[config.mk]
export PLATFORM = sky130hd
export DESIGN_NAME = freelist_top
export DESIGN_NICKNAME = d
export VERILOG_FILES = /design/src/freelist_pkg.sv /design/src/freelist_top.sv /design/src/freelist_alloc_stage.sv /design/src/freelist_free_vector.sv /design/src/freelist_dealloc_decode.sv
export SDC_FILE = /design/constraint.sdc
export NUM_CORES = 1
export LEC_CHECK = 0
export BUFFER_PORTS_ARGS = -buffer_cell sky130_fd_sc_hd__buf_2
export CAP_MARGIN = 40
export CORE_ASPECT_RATIO = 0.5
export CORE_MARGIN = 2
export CORE_UTILIZATION = 50
export CTS_BUF_LIST = sky130_fd_sc_hd__clkbuf_4 sky130_fd_sc_hd__clkbuf_8
export DETAILED_ROUTE_END_ITERATION = 12
export MAX_ROUTING_LAYER = met4
export PLACE_DENSITY = 0.77
export SLEW_MARGIN = 0
export SYNTH_ARGS = -nofsm -noshare
export SYNTH_HDL_FRONTEND = slang
export SYNTH_HIERARCHICAL = 1
export SYNTH_SLANG_ARGS = --single-unit
[constraint.sdc]
create_clock -name clk -period 2.4 [get_ports clk]
set_input_delay 0.48 -clock clk [delete_from_list [all_inputs] [get_ports clk]]
set_output_delay 0.48 -clock clk [all_outputs]
set_load 0.02 [all_outputs]
[src/freelist_pkg.sv]
/*
 * Free list package
 * Pool constants and the packed types shared by the free list blocks,
 * for a pool of 16 entries with two deallocation ports.
 */

`default_nettype none

package freelist_pkg;

  // Number of entries managed by the free list
  localparam int NUM_ENTRIES = 16;

  // Number of ports that can each return one entry per cycle
  localparam int NUM_DEALLOC_PORTS = 2;

  // Bits needed to name one entry of the pool
  localparam int ENTRY_ID_WIDTH = $clog2(NUM_ENTRIES);

  // Bits needed to count from zero up to NUM_DEALLOC_PORTS returns
  localparam int DEALLOC_COUNT_WIDTH = $clog2(NUM_DEALLOC_PORTS + 1);

  // One entry ID
  typedef logic [ENTRY_ID_WIDTH-1:0] entry_id_t;

  // One bit per entry, bit i stands for entry i
  // It is used for the free vector and for the set and clear masks
  typedef logic [NUM_ENTRIES-1:0] entry_vec_t;

  // A single deallocation strobe with the entry it returns
  typedef struct packed {
    logic      valid;
    entry_id_t id;
  } dealloc_req_t;

  // All deallocation ports side by side, port 0 in the low bits
  typedef dealloc_req_t [NUM_DEALLOC_PORTS-1:0] dealloc_bus_t;

  // Allocation output and free vector candidate share this layout
  // The id field only carries meaning while valid is high
  typedef struct packed {
    logic      valid;
    entry_id_t id;
  } alloc_out_t;

endpackage

`default_nettype wire
[src/freelist_top.sv]
/*
 * Free list manager
 * Pool of 16 entries with one valid/ready allocation port, two
 * deallocation ports and a registered count of returned entries.
 */

`timescale 1ns/1ns
`default_nettype none

module freelist_top (
  input  logic                                        clk,
  input  logic                                        rst_n,
  input  freelist_pkg::dealloc_bus_t                  dealloc,
  input  logic                                        alloc_ready,
  output freelist_pkg::alloc_out_t                    alloc,
  output logic [freelist_pkg::DEALLOC_COUNT_WIDTH-1:0] dealloc_count
);

  import freelist_pkg::*;

  // Entries returned this cycle, one bit per valid port
  entry_vec_t free_set;

  // Lowest free entry of the unstaged vector
  alloc_out_t cand;

  // High when the stage accepts cand this cycle
  logic take;

  // Strobes become a set mask and a delayed count
  freelist_dealloc_decode u_dealloc_decode (
    .clk           (clk),
    .rst_n         (rst_n),
    .dealloc       (dealloc),
    .free_set      (free_set),
    .dealloc_count (dealloc_count)
  );

  // Unstaged free entries and the priority pick
  freelist_free_vector u_free_vector (
    .clk      (clk),
    .rst_n    (rst_n),
    .free_set (free_set),
    .take     (take),
    .cand     (cand)
  );

  // Staging register in front of the allocation port
  // It feeds take back so the vector drops the entry it just staged
  freelist_alloc_stage u_alloc_stage (
    .clk         (clk),
    .rst_n       (rst_n),
    .cand        (cand),
    .alloc_ready (alloc_ready),
    .take        (take),
    .alloc       (alloc)
  );

endmodule

`default_nettype wire

[src/freelist_alloc_stage.sv]
/*
 * Free list allocation stage
 * One deep forward register that stages a free entry ID and offers it
 * on the valid/ready allocation port.
 */

`timescale 1ns/1ns
`default_nettype none

module freelist_alloc_stage (
  input  logic                     clk,
  input  logic                     rst_n,
  input  freelist_pkg::alloc_out_t cand,
  input  logic                     alloc_ready,
  output logic                     take,
  output freelist_pkg::alloc_out_t alloc
);

  import freelist_pkg::*;

  // Stage occupancy
  logic valid_q;

  // Staged entry ID, only meaningful while valid_q is high
  entry_id_t id_q;

  // A handshake on the allocation port in this cycle
  logic pop;

  assign pop = valid_q && alloc_ready;

  // The stage has room when it is empty or being emptied this cycle
  // The candidate is loaded in that same cycle, so back to back grants work
  assign take = cand.valid && (!valid_q || alloc_ready);

  // Occupancy follows the loads and the pops
  // A pop with nothing to load leaves the stage empty
  always_ff @(posedge clk or negedge rst_n) begin
    if (!rst_n) begin
      valid_q <= 1'b0;
    end else if (take) begin
      valid_q <= 1'b1;
    end else if (pop) begin
      valid_q <= 1'b0;
    end
  end

  // The ID only changes on a load
  // Under back pressure take stays low and the ID is held
  always_ff @(posedge clk) begin
    if (take) begin
      id_q <= cand.id;
    end
  end

  assign alloc.valid = valid_q;
  assign alloc.id    = id_q;

  // A staged entry waits unchanged until the handshake completes
  a_alloc_stable: assert property (
    @(posedge clk) disable iff (!rst_n)
    (alloc.valid && !alloc_ready) |=> $stable(alloc)
  ) else $error("Allocation output changed under back pressure");

endmodule

`default_nettype wire

[src/freelist_free_vector.sv]
/*
 * Free list vector
 * Holds the free entries that are not staged for allocation and picks
 * the lowest numbered one as the candidate for the allocation stage.
 */

`timescale 1ns/1ns
`default_nettype none

module freelist_free_vector (
  input  logic                     clk,
  input  logic                     rst_n,
  input  freelist_pkg::entry_vec_t free_set,
  input  logic                     take,
  output freelist_pkg::alloc_out_t cand
);

  import freelist_pkg::*;

  // Unstaged free entries, every entry starts out free
  entry_vec_t free_q;
  entry_vec_t free_d;

  // Lowest set bit of free_q as a one hot mask
  entry_vec_t lowest_oh;

  // Bit to drop from the vector when the stage takes the candidate
  entry_vec_t clear_mask;

  // Binary index of the lowest set bit
  entry_id_t lowest_id;

  // Two's complement isolates the lowest set bit in one step
  assign lowest_oh = free_q & (~free_q + entry_vec_t'(1));

  // Encode the one hot mask to binary
  // At most one bit is set, so an OR of the indices is enough
  always_comb begin
    lowest_id = '0;
    for (int i = 0; i < NUM_ENTRIES; i++) begin
      if (lowest_oh[i]) begin
        lowest_id = lowest_id | ENTRY_ID_WIDTH'(i);
      end
    end
  end

  // The candidate comes straight from the register
  assign cand.valid = |free_q;
  assign cand.id    = lowest_id;

  // The vector itself knows which bit the stage took
  assign clear_mask = take ? lowest_oh : '0;

  // Returned entries are never free or staged, so set and clear never collide
  assign free_d = (free_q | free_set) & ~clear_mask;

  always_ff @(posedge clk or negedge rst_n) begin
    if (!rst_n) begin
      free_q <= '1;
    end else begin
      free_q <= free_d;
    end
  end

  // An entry that is already free must not be returned again
  a_no_double_free: assert property (
    @(posedge clk) disable iff (!rst_n)
    (free_set & free_q) == '0
  ) else $error("Entry returned while already in the free vector");

  // The stage only takes a candidate that exists
  a_take_needs_cand: assert property (
    @(posedge clk) disable iff (!rst_n)
    take |-> cand.valid
  ) else $error("Stage took an entry from an empty free vector");

endmodule

`default_nettype wire

[src/freelist_dealloc_decode.sv]
/*
 * Free list deallocation decoder
 * Turns the deallocation strobes into a set mask for the free vector
 * and a registered count of the entries returned in the last cycle.
 */

`timescale 1ns/1ns
`default_nettype none

module freelist_dealloc_decode (
  input  logic                                        clk,
  input  logic                                        rst_n,
  input  freelist_pkg::dealloc_bus_t                  dealloc,
  output freelist_pkg::entry_vec_t                    free_set,
  output logic [freelist_pkg::DEALLOC_COUNT_WIDTH-1:0] dealloc_count
);

  import freelist_pkg::*;

  // Number of valid ports in the current cycle
  logic [DEALLOC_COUNT_WIDTH-1:0] count_d;

  // Registered copy of count_d, one cycle behind the strobes
  logic [DEALLOC_COUNT_WIDTH-1:0] count_q;

  // Each valid port contributes one hot bit at its entry ID
  // The ports never name the same entry, so the OR never merges two returns
  always_comb begin
    free_set = '0;
    count_d  = '0;
    for (int i = 0; i < NUM_DEALLOC_PORTS; i++) begin
      if (dealloc[i].valid) begin
        free_set = free_set | (entry_vec_t'(1) << dealloc[i].id);
        count_d  = count_d + DEALLOC_COUNT_WIDTH'(1);
      end
    end
  end

  // The count lags the strobes by one cycle
  // This matches the cycle in which the returned entries land in the free vector
  always_ff @(posedge clk or negedge rst_n) begin
    if (!rst_n) begin
      count_q <= '0;
    end else begin
      count_q <= count_d;
    end
  end

  assign dealloc_count = count_q;

  // Two ports returning the same entry in one cycle would count it twice
  // while only one bit reaches the free vector
  for (genvar i = 0; i < NUM_DEALLOC_PORTS; i++) begin : gen_port_a
    for (genvar j = i + 1; j < NUM_DEALLOC_PORTS; j++) begin : gen_port_b
      a_no_same_entry: assert property (
        @(posedge clk) disable iff (!rst_n)
        (dealloc[i].valid && dealloc[j].valid) |-> (dealloc[i].id != dealloc[j].id)
      ) else $error("Deallocation ports %0d and %0d return the same entry", i, j);
    end
  end

endmodule

`default_nettype wire

# == Word-level counts from Yosys, hierarchy flattened ==
# Index checks and enable logic that the tools add are counted.
# word_totals
output_inout_bits,7
elab_cells,44
regBits,23
inputBits,13
# classes
bitwise_logic,6
shift,2
addsub,2
n_reduce_logical,9
muxes,18
# ops
op,n
$mux 16,3
$and 16x16->16,2
$not 16->16,2
$or 16x16->16,2
$shl 1x4->16 const A,2
$add 16x1->16 const B,1
$reduce_or 16->1,1
$mux 3,4
$mux 2,5
$reduce_or 8->1,1
$mux 1,6
$reduce_or 4->1,1
$add 1x1->2 const B,1
$logic_and 1x1->1,2
$reduce_bool 2->1,1
$reduce_or 2->1,1
$logic_not 1->1,1
$logic_or 1x1->1,1

# == Logic depth before layout (Yosys ltp) ==
# Gate-level depths: netlist of run 1.
# depth
depth_word,14
ltp_mapped,8
ltp_nobuf,6

# == Hierarchy ==
# Netlist of run 1, hierarchy kept.
# by_module_without_submodules
module,area_each_um2,seq_area_each_um2,cells_each,n_inst
freelist_free_vector,872.1,420.4,93,1
freelist_dealloc_decode,287.8,50.0,38,1
freelist_alloc_stage,171.4,145.1,9,1

# == Least setup slack after synthesis of run 1 ==
# OpenSTA, ideal clock, no wires.
# synth_timing
path_kind,reg-to-reg
start,reg u_free_vector.free_q[2]
end,reg u_free_vector.free_q[10]
path_buffers,2
slack_ns,0.396
setup_ns,0.077
period_less_slack_ns,2.004
t_required_ns,2.323
arrival_time_ns,1.927
stages_incl_launch_ff,9
path_cell_list,dfstp_2 > nor4_4 > nand4_2 > nand2b_1 > and2_1 > buf_4 > and3_2 > buf_2 > a31oi_1
# synth_lines
item,line_no,rtl
"start, declared",freelist_free_vector.sv:21,entry_vec_t free_q;
"start signal, assigned",freelist_free_vector.sv:61,free_q <= free_d;

==> impl_metrics.py, run 1 <==
metrics = {
    "grt": {
        "gr-usage-met3_pct": 4.95,
        "grt_use_met1_pct": 28.2,
        "grt_pass1_wl_um": 4750,
        "antenna_found_initial": 0,
        "grt_busiest_layer": "met2",
        "grt_max_degree": 20,
        "overflow": 0,
        "use_met2_pct": 34.6,
        "grt_pass1_vias": 1009,
        "track_usage_pct": 21.8,
    },
    "timing": {
        "period_minus_slack_ns": 1.99,
        "slew_headroom_pct": 66.5,
        "finalHoldViolations": 0,
        "finClkSkew_ns": 0.00357,
        "finalSetupViolCount": 0,
        "grt_setup_unrepaired": "no",
        "fin_crit_sh_pct": 82.7,
        "setup_ws_ns": 0.415,
        "fin_tns_setup_ns": 0,
        "worstMarginPinSlew_ns": 0.503,
        "timing.fmax_mhz": 504,
        "slew_viol_final": 0,
    },
    "clocking": {
        "cts_buffers": 3,
        "clk_latency_ns": 0.27,
        "postCtsSetupBuffers": 0,
        "cts-root-buf": "clkbuf_8",
        "postCtsHoldBufs": 0,
        "clk_pin_slew_ns": 0.08,
        "cts_resized": 0,
        "htreeDepth": 1,
        "clockBufferDepth": 2,
        "cts_tree": "built",
        "cts.sinks": 23,
    },
    "layout": {
        "layout-drive-gt1-share_pct": 30.2,
        "area_delta_synth_final_pct": 13.7,
        "layout.nets": 177,
        "fin_area_um2": 1510,
        "n_antenna_cell": 0,
        "finish.utilization_pct": 59.3,
        "fillers": 216,
        "final_cell_mix": "nor2_1 (20), buf_2 (19), o22ai_1 (16), dfstp_2 (16), a31oi_1 (9)",
        "final_common_cell": "nor2_1",
    },
    "status": {
        "status": "complete, no violations",
    },
    "placed_design": {
        "place_area_um2": 1470,
        "hpwl_um": 2330,
        "gp_congestion": 0.836,
        "io_buffers": 19,
        "pre_cts_ws_ns": 0.432,
    },
    "synth": {
        "ys_ff_latch": 23,
        "synth_area_per_cell_um2": 9.51,
        "yosysTopAreaCell": "dfstp_2",
        "yosysUniqueCellTypes": 35,
        "synth_top_area_share_pct": 31.6,
        "synth_warnings": 6,
        "synth_area_leaders": "dfstp_2 (32%), edfxtp_1 (9.0%), o22ai_1 (7.5%)",
        "synth_nets": 154,
        "seq_area_frac_synth_pct": 46.2,
        "synth_area_um2": 1330,
        "synthCells": 140,
    },
    "route": {
        "totalWireLength_um": 3050,
        "vias": 1193,
        "drtIter0Drc": 103,
        "ant_nets": 0,
        "firstDrtPassIters": 4,
        "post_drt_wl_per_cell_um": 15.3,
        "via_per_inst": 5.99,
        "drc": 0,
    },
    "worst_setup_path": {
        "cp_data_arrival_time_ns": 2.17,
        "path_buf_inv": 0,
        "critPathSlowestCell": "dfstp_2",
        "cpPeakStageDelay_ns": 0.40,
        "crit_path_max_fanout": 14,
        "critPathKind": "reg2reg",
        "crit_path_start_kind": "flip-flop",
        "crit_chain": "nor4_4, nand4_2, nand2b_1, and2_1, and3_2, a31oi_1",
        "end_kind": "flip-flop",
        "crit_required_ns": 2.59,
        "cp_top_family": "simple AND/OR/NAND/NOR gates",
    },
    "floorplan": {
        "dieArea_um2": 3120,
        "fp-row-count": 13,
        "initial_core_util_pct": 52.1,
        "io_pins": 20,
        "fp.dieW_um": 77.0,
        "die_h_um": 40.5,
        "core_um2": 2550,
    },
    "hold_path": {
        "min_path_type": "in2async",
    },
    "pwr": {
        "p_leak_nw": 0.593,
        "powerDensity_nw_per_um2": 879,
        "vdd_drop_max_uv": 388,
    },
    "flow_run": {
        "cap_violations": 0,
    },
}
-- final timing paths --
| check | startpoint | end | slack (ns) | depth (start not counted) |
|---|---|---|---|---|
| setup / recovery | u_free_vector/free_q[8] | u_free_vector/free_q[8] | 0.41 | 6 |
| hold / removal | rst_n | u_dealloc_decode/dealloc_count[0] | 0.14 | 1 |
| setup reg to reg | u_free_vector/free_q[8] | u_free_vector/free_q[8] | 0.41 | 6 |
| hold reg to reg | u_alloc_stage/valid_q | u_alloc_stage/valid_q | 0.52 | 2 |
| max in group asynchronous | rst_n | u_free_vector/free_q[9] | 1.93 | 1 |
| min in group clk | alloc_ready | u_alloc_stage/valid_q | 0.48 | 3 |
-- cell families after synthesis --
logic type	Yosys count	share of synthesized area, %
adders and majority gates	1	0.940
buffers and inverters	8	2.91
and+or+nand+nor	62	27.8
AOI/OAI and AO/OA	46	22.1
DFF	23	46.2
-- power breakdown --
| group | internal [mW] | switching [mW] | leakage [nW] |
|---|---|---|---|
| clock network | 0.116 | 0.124 | 0.0255 |
| registers | 0.569 | 0.130 | 0.242 |
| logic | 0.168 | 0.225 | 0.325 |
| total | 0.852 | 0.479 | 0.593 |
-- metal layers --
metal	vias up	routed length (µm)
met4	0	30
met5	-	0
met3	4	265
met2	48	1340
li1	580	-
met1	561	1410
-- flip-flops by register name, summed over array words and instances, names as in the netlist --
register                        flops
u_alloc_stage/id_q                  4
u_alloc_stage/valid_q               1
u_free_vector/free_q               16
u_dealloc_decode/dealloc_count      2
-- cell type report --
class / count / area [µm²] / share of cell area (%)
clock buffer: 3 / 41.3 / 2.73
clock inverter: 1 / 5.00 / 0.331
inverter: 5 / 18.8 / 1.24
multi-input combinational: 109 / 677 / 44.7
sequential: 23 / 616 / 40.7
tap: 37 / 46.3 / 3.06
timing repair buffer: 21 / 110 / 7.27
-- synthesized netlist by cell type --
master / instances
or3b_4: 1
nor2b_1: 1
nor3_1: 4
nand4_2: 1
o211ai_1: 3
a21o_1: 2
and3_2: 1
a32oi_1: 1
a31oi_1: 9
dfrtp_1: 3
and2_1: 1
edfxtp_1: 4
nand2_1: 7
o22ai_1: 16
and4b_1: 1
dfstp_2: 16
nor2_1: 20
or2_2: 3
nor3b_1: 1
nor4_4: 2
a41oi_1: 1
o21ai_0: 5
nand3b_1: 5
o22a_1: 1
inv_1: 5
o32a_1: 1
ha_1: 1
buf_4: 2
buf_2: 1
o2111ai_1: 1
nand2b_1: 8
nand3_1: 3
a21oi_1: 6
or3b_1: 2
and3_1: 1
-- through the flow --
| stage | std cells | power (mW) | hold slack (ns) |
|---|---|---|---|
| final | 199 | 1.33 | 0.137 |
| after CTS | 199 | 1.34 | 0.149 |
| after detailed placement | 195 | 1.09 | 0.447 |
| after global placement | 195 | 1.08 | 0.437 |
| after floorplan | 140 | 0.957 | 0.184 |
| after global routing | 199 | 1.41 | 0.161 |
(Power assumes the default switching activity.)
==> run 2: changes to the inputs <==
PLACE_DENSITY = 0.8   (was 0.77)
clock period = 1.7 ns   (was 2.4 ns; I/O delays follow)
==> impl_metrics.py, run 2 (synthesis gave the netlist of run 1 again) <==
metrics = {
    "status": {
        "status": "complete, but fails checks",
        "violations": "setup timing",
    },
    "timing": {
        "fin_crit_sh_pct": 101,
        "grt_setup_unrepaired": "yes",
        "slew_viol_final": 0,
        "setup_ws_ns": -0.00969,
        "finalHoldViolations": 0,
        "slew_headroom_pct": 67.5,
        "finClkSkew_ns": 0.00386,
        "finalSetupViolCount": 2,
        "hold_slack_ns": 0.00550,
        "period_minus_slack_ns": 1.71,
        "timing.fmax_mhz": 585,
        "worstMarginPinSlew_ns": 0.484,
    },
    "grt": {
        "grt_max_degree": 20,
        "overflow": 0,
        "gr-usage-met3_pct": 5.63,
        "grt_use_met1_pct": 30.0,
        "grt_busiest_layer": "met2",
        "use_met2_pct": 42.3,
        "antenna_found_initial": 0,
        "track_usage_pct": 24.1,
        "grt_pass1_wl_um": 5370,
        "grt_pass1_vias": 1077,
    },
    "clocking": {
        "postCtsHoldBufs": 0,
        "clk_pin_slew_ns": 0.08,
        "cts_tree": "built",
        "clockBufferDepth": 2,
        "cts.sinks": 23,
        "htreeDepth": 1,
        "cts-root-buf": "clkbuf_8",
        "clk_latency_ns": 0.27,
        "cts_buffers": 3,
    },
    "worst_setup_path": {
        "cp_data_arrival_time_ns": 1.72,
        "cp.depth": 6,
        "crit_required_ns": 1.71,
        "crit_chain": "nor4_4, buf_4, buf_4, and3_1, o21ai_1, o21ai_0",
        "cpPeakStageDelay_ns": 0.57,
        "path_common_cell": "buf_4",
        "crit_path_start_kind": "flip-flop",
        "cp_top_family": "flip-flops",
        "critPathKind": "reg2reg",
        "crit_path_max_fanout": 3,
        "end_kind": "flip-flop",
        "ff2ff_path_depth": 6,
        "critPathSlowestCell": "dfstp_2",
        "path_buf_inv": 2,
    },
    "route": {
        "totalWireLength_um": 3780,
        "ant_nets": 0,
        "post_drt_wl_per_cell_um": 17.8,
        "drc": 0,
        "via_per_inst": 6.21,
        "vias": 1323,
        "firstDrtPassIters": 5,
        "drtIter0Drc": 210,
    },
    "layout": {
        "layout-drive-gt1-share_pct": 38.1,
        "final_cell_mix": "nor2_1 (20), buf_2 (19), o22ai_1 (16), dfstp_2 (16), buf_4 (15)",
        "top_register": "u_free_vector/free_q",
        "layout.nets": 191,
        "final_common_cell": "nor2_1",
        "largest_reg_flops": 16,
        "area_delta_synth_final_pct": 24.1,
        "n_antenna_cell": 0,
    },
    "pwr": {
        "powerDensity_nw_per_um2": 1210,
        "finalPower_mw": 2.00,
        "p_leak_nw": 0.672,
        "vdd_drop_max_uv": 502,
    },
    "floorplan": {
        "fp.dieW_um": 77.0,
        "io_pins": 20,
        "core_um2": 2550,
        "dieArea_um2": 3120,
        "fp-row-count": 13,
        "initial_core_util_pct": 52.1,
        "die_h_um": 40.5,
    },
    "placed_design": {
        "gp_congestion": 0.966,
        "hpwl_um": 2510,
        "io_buffers": 19,
    },
    "hold_path": {
        "min_path_type": "in2async",
    },
    "flow_run": {
        "cap_violations": 0,
    },
}
-- run 2: cell count changes in the layout (fill, tap and decap cells not counted), sizes merged --
| cell | change |
|---|---|
| buf | +13 |
| and2 | +1 |
-- run 2: repair_timing --
item,in CTS,in global routing
gates cloned,0,1
pin swaps,1,2
resized for setup,1,2
buffers inserted,1,6
setup endpoints to repair,8,11
-- run 2: power breakdown --
group	switching, mW	internal, mW	total [mW]
clock network	0.179	0.164	0.343
logic	0.389	0.308	0.697
registers	0.162	0.802	0.964
total	0.730	1.27	2.00
-- run 2: cell type report --
cell class                 count  area [µm²]
multi-input combinational    110         717
clock inverter                 1        5.00
timing repair buffer          34         208
tap                           37        46.3
inverter                       5        18.8
fill                         207         902
clock buffer                   3        41.3
sequential                    23         616
-- run 2: through the flow --
stage	worst slack [ns]	util, %	TNS [ns]	area (µm²)	std cells
6_report	-0.00969	64.7	-0.0129	1650	213
3_5_place_dp	-0.0348	59.8	-0.0533	1530	201
2_1_floorplan	-0.147	-	-1.02	1360	140
3_3_place_gp	0.0586	59.8	0	1530	201
5_1_grt	-0.0778	64.7	-0.446	1650	213
4_1_cts	-0.0136	61.9	-0.0136	1580	206
-- run 2: final timing paths --
kind | startpoint | endpoint | slack, ns
worst max register to register | u_free_vector/free_q[9] | u_alloc_stage/id_q[2] | -0.01
worst min-delay path | rst_n | u_dealloc_decode/dealloc_count[1] | 0.006
max in group asynchronous | rst_n | u_free_vector/free_q[12] | 1.36
worst max-delay path | u_free_vector/free_q[9] | u_alloc_stage/id_q[2] | -0.01
min in group clk | dealloc[9] | u_dealloc_decode/dealloc_count[0] | 0.35
worst min register to register | u_free_vector/free_q[15] | u_free_vector/free_q[15] | 0.54
-- run 2: routing by layer --
layer	vias to the layer above	wire length (µm)
li1	607	-
met1	622	1610
met2	77	1730
met3	17	352
met4	0	97
met5	-	0
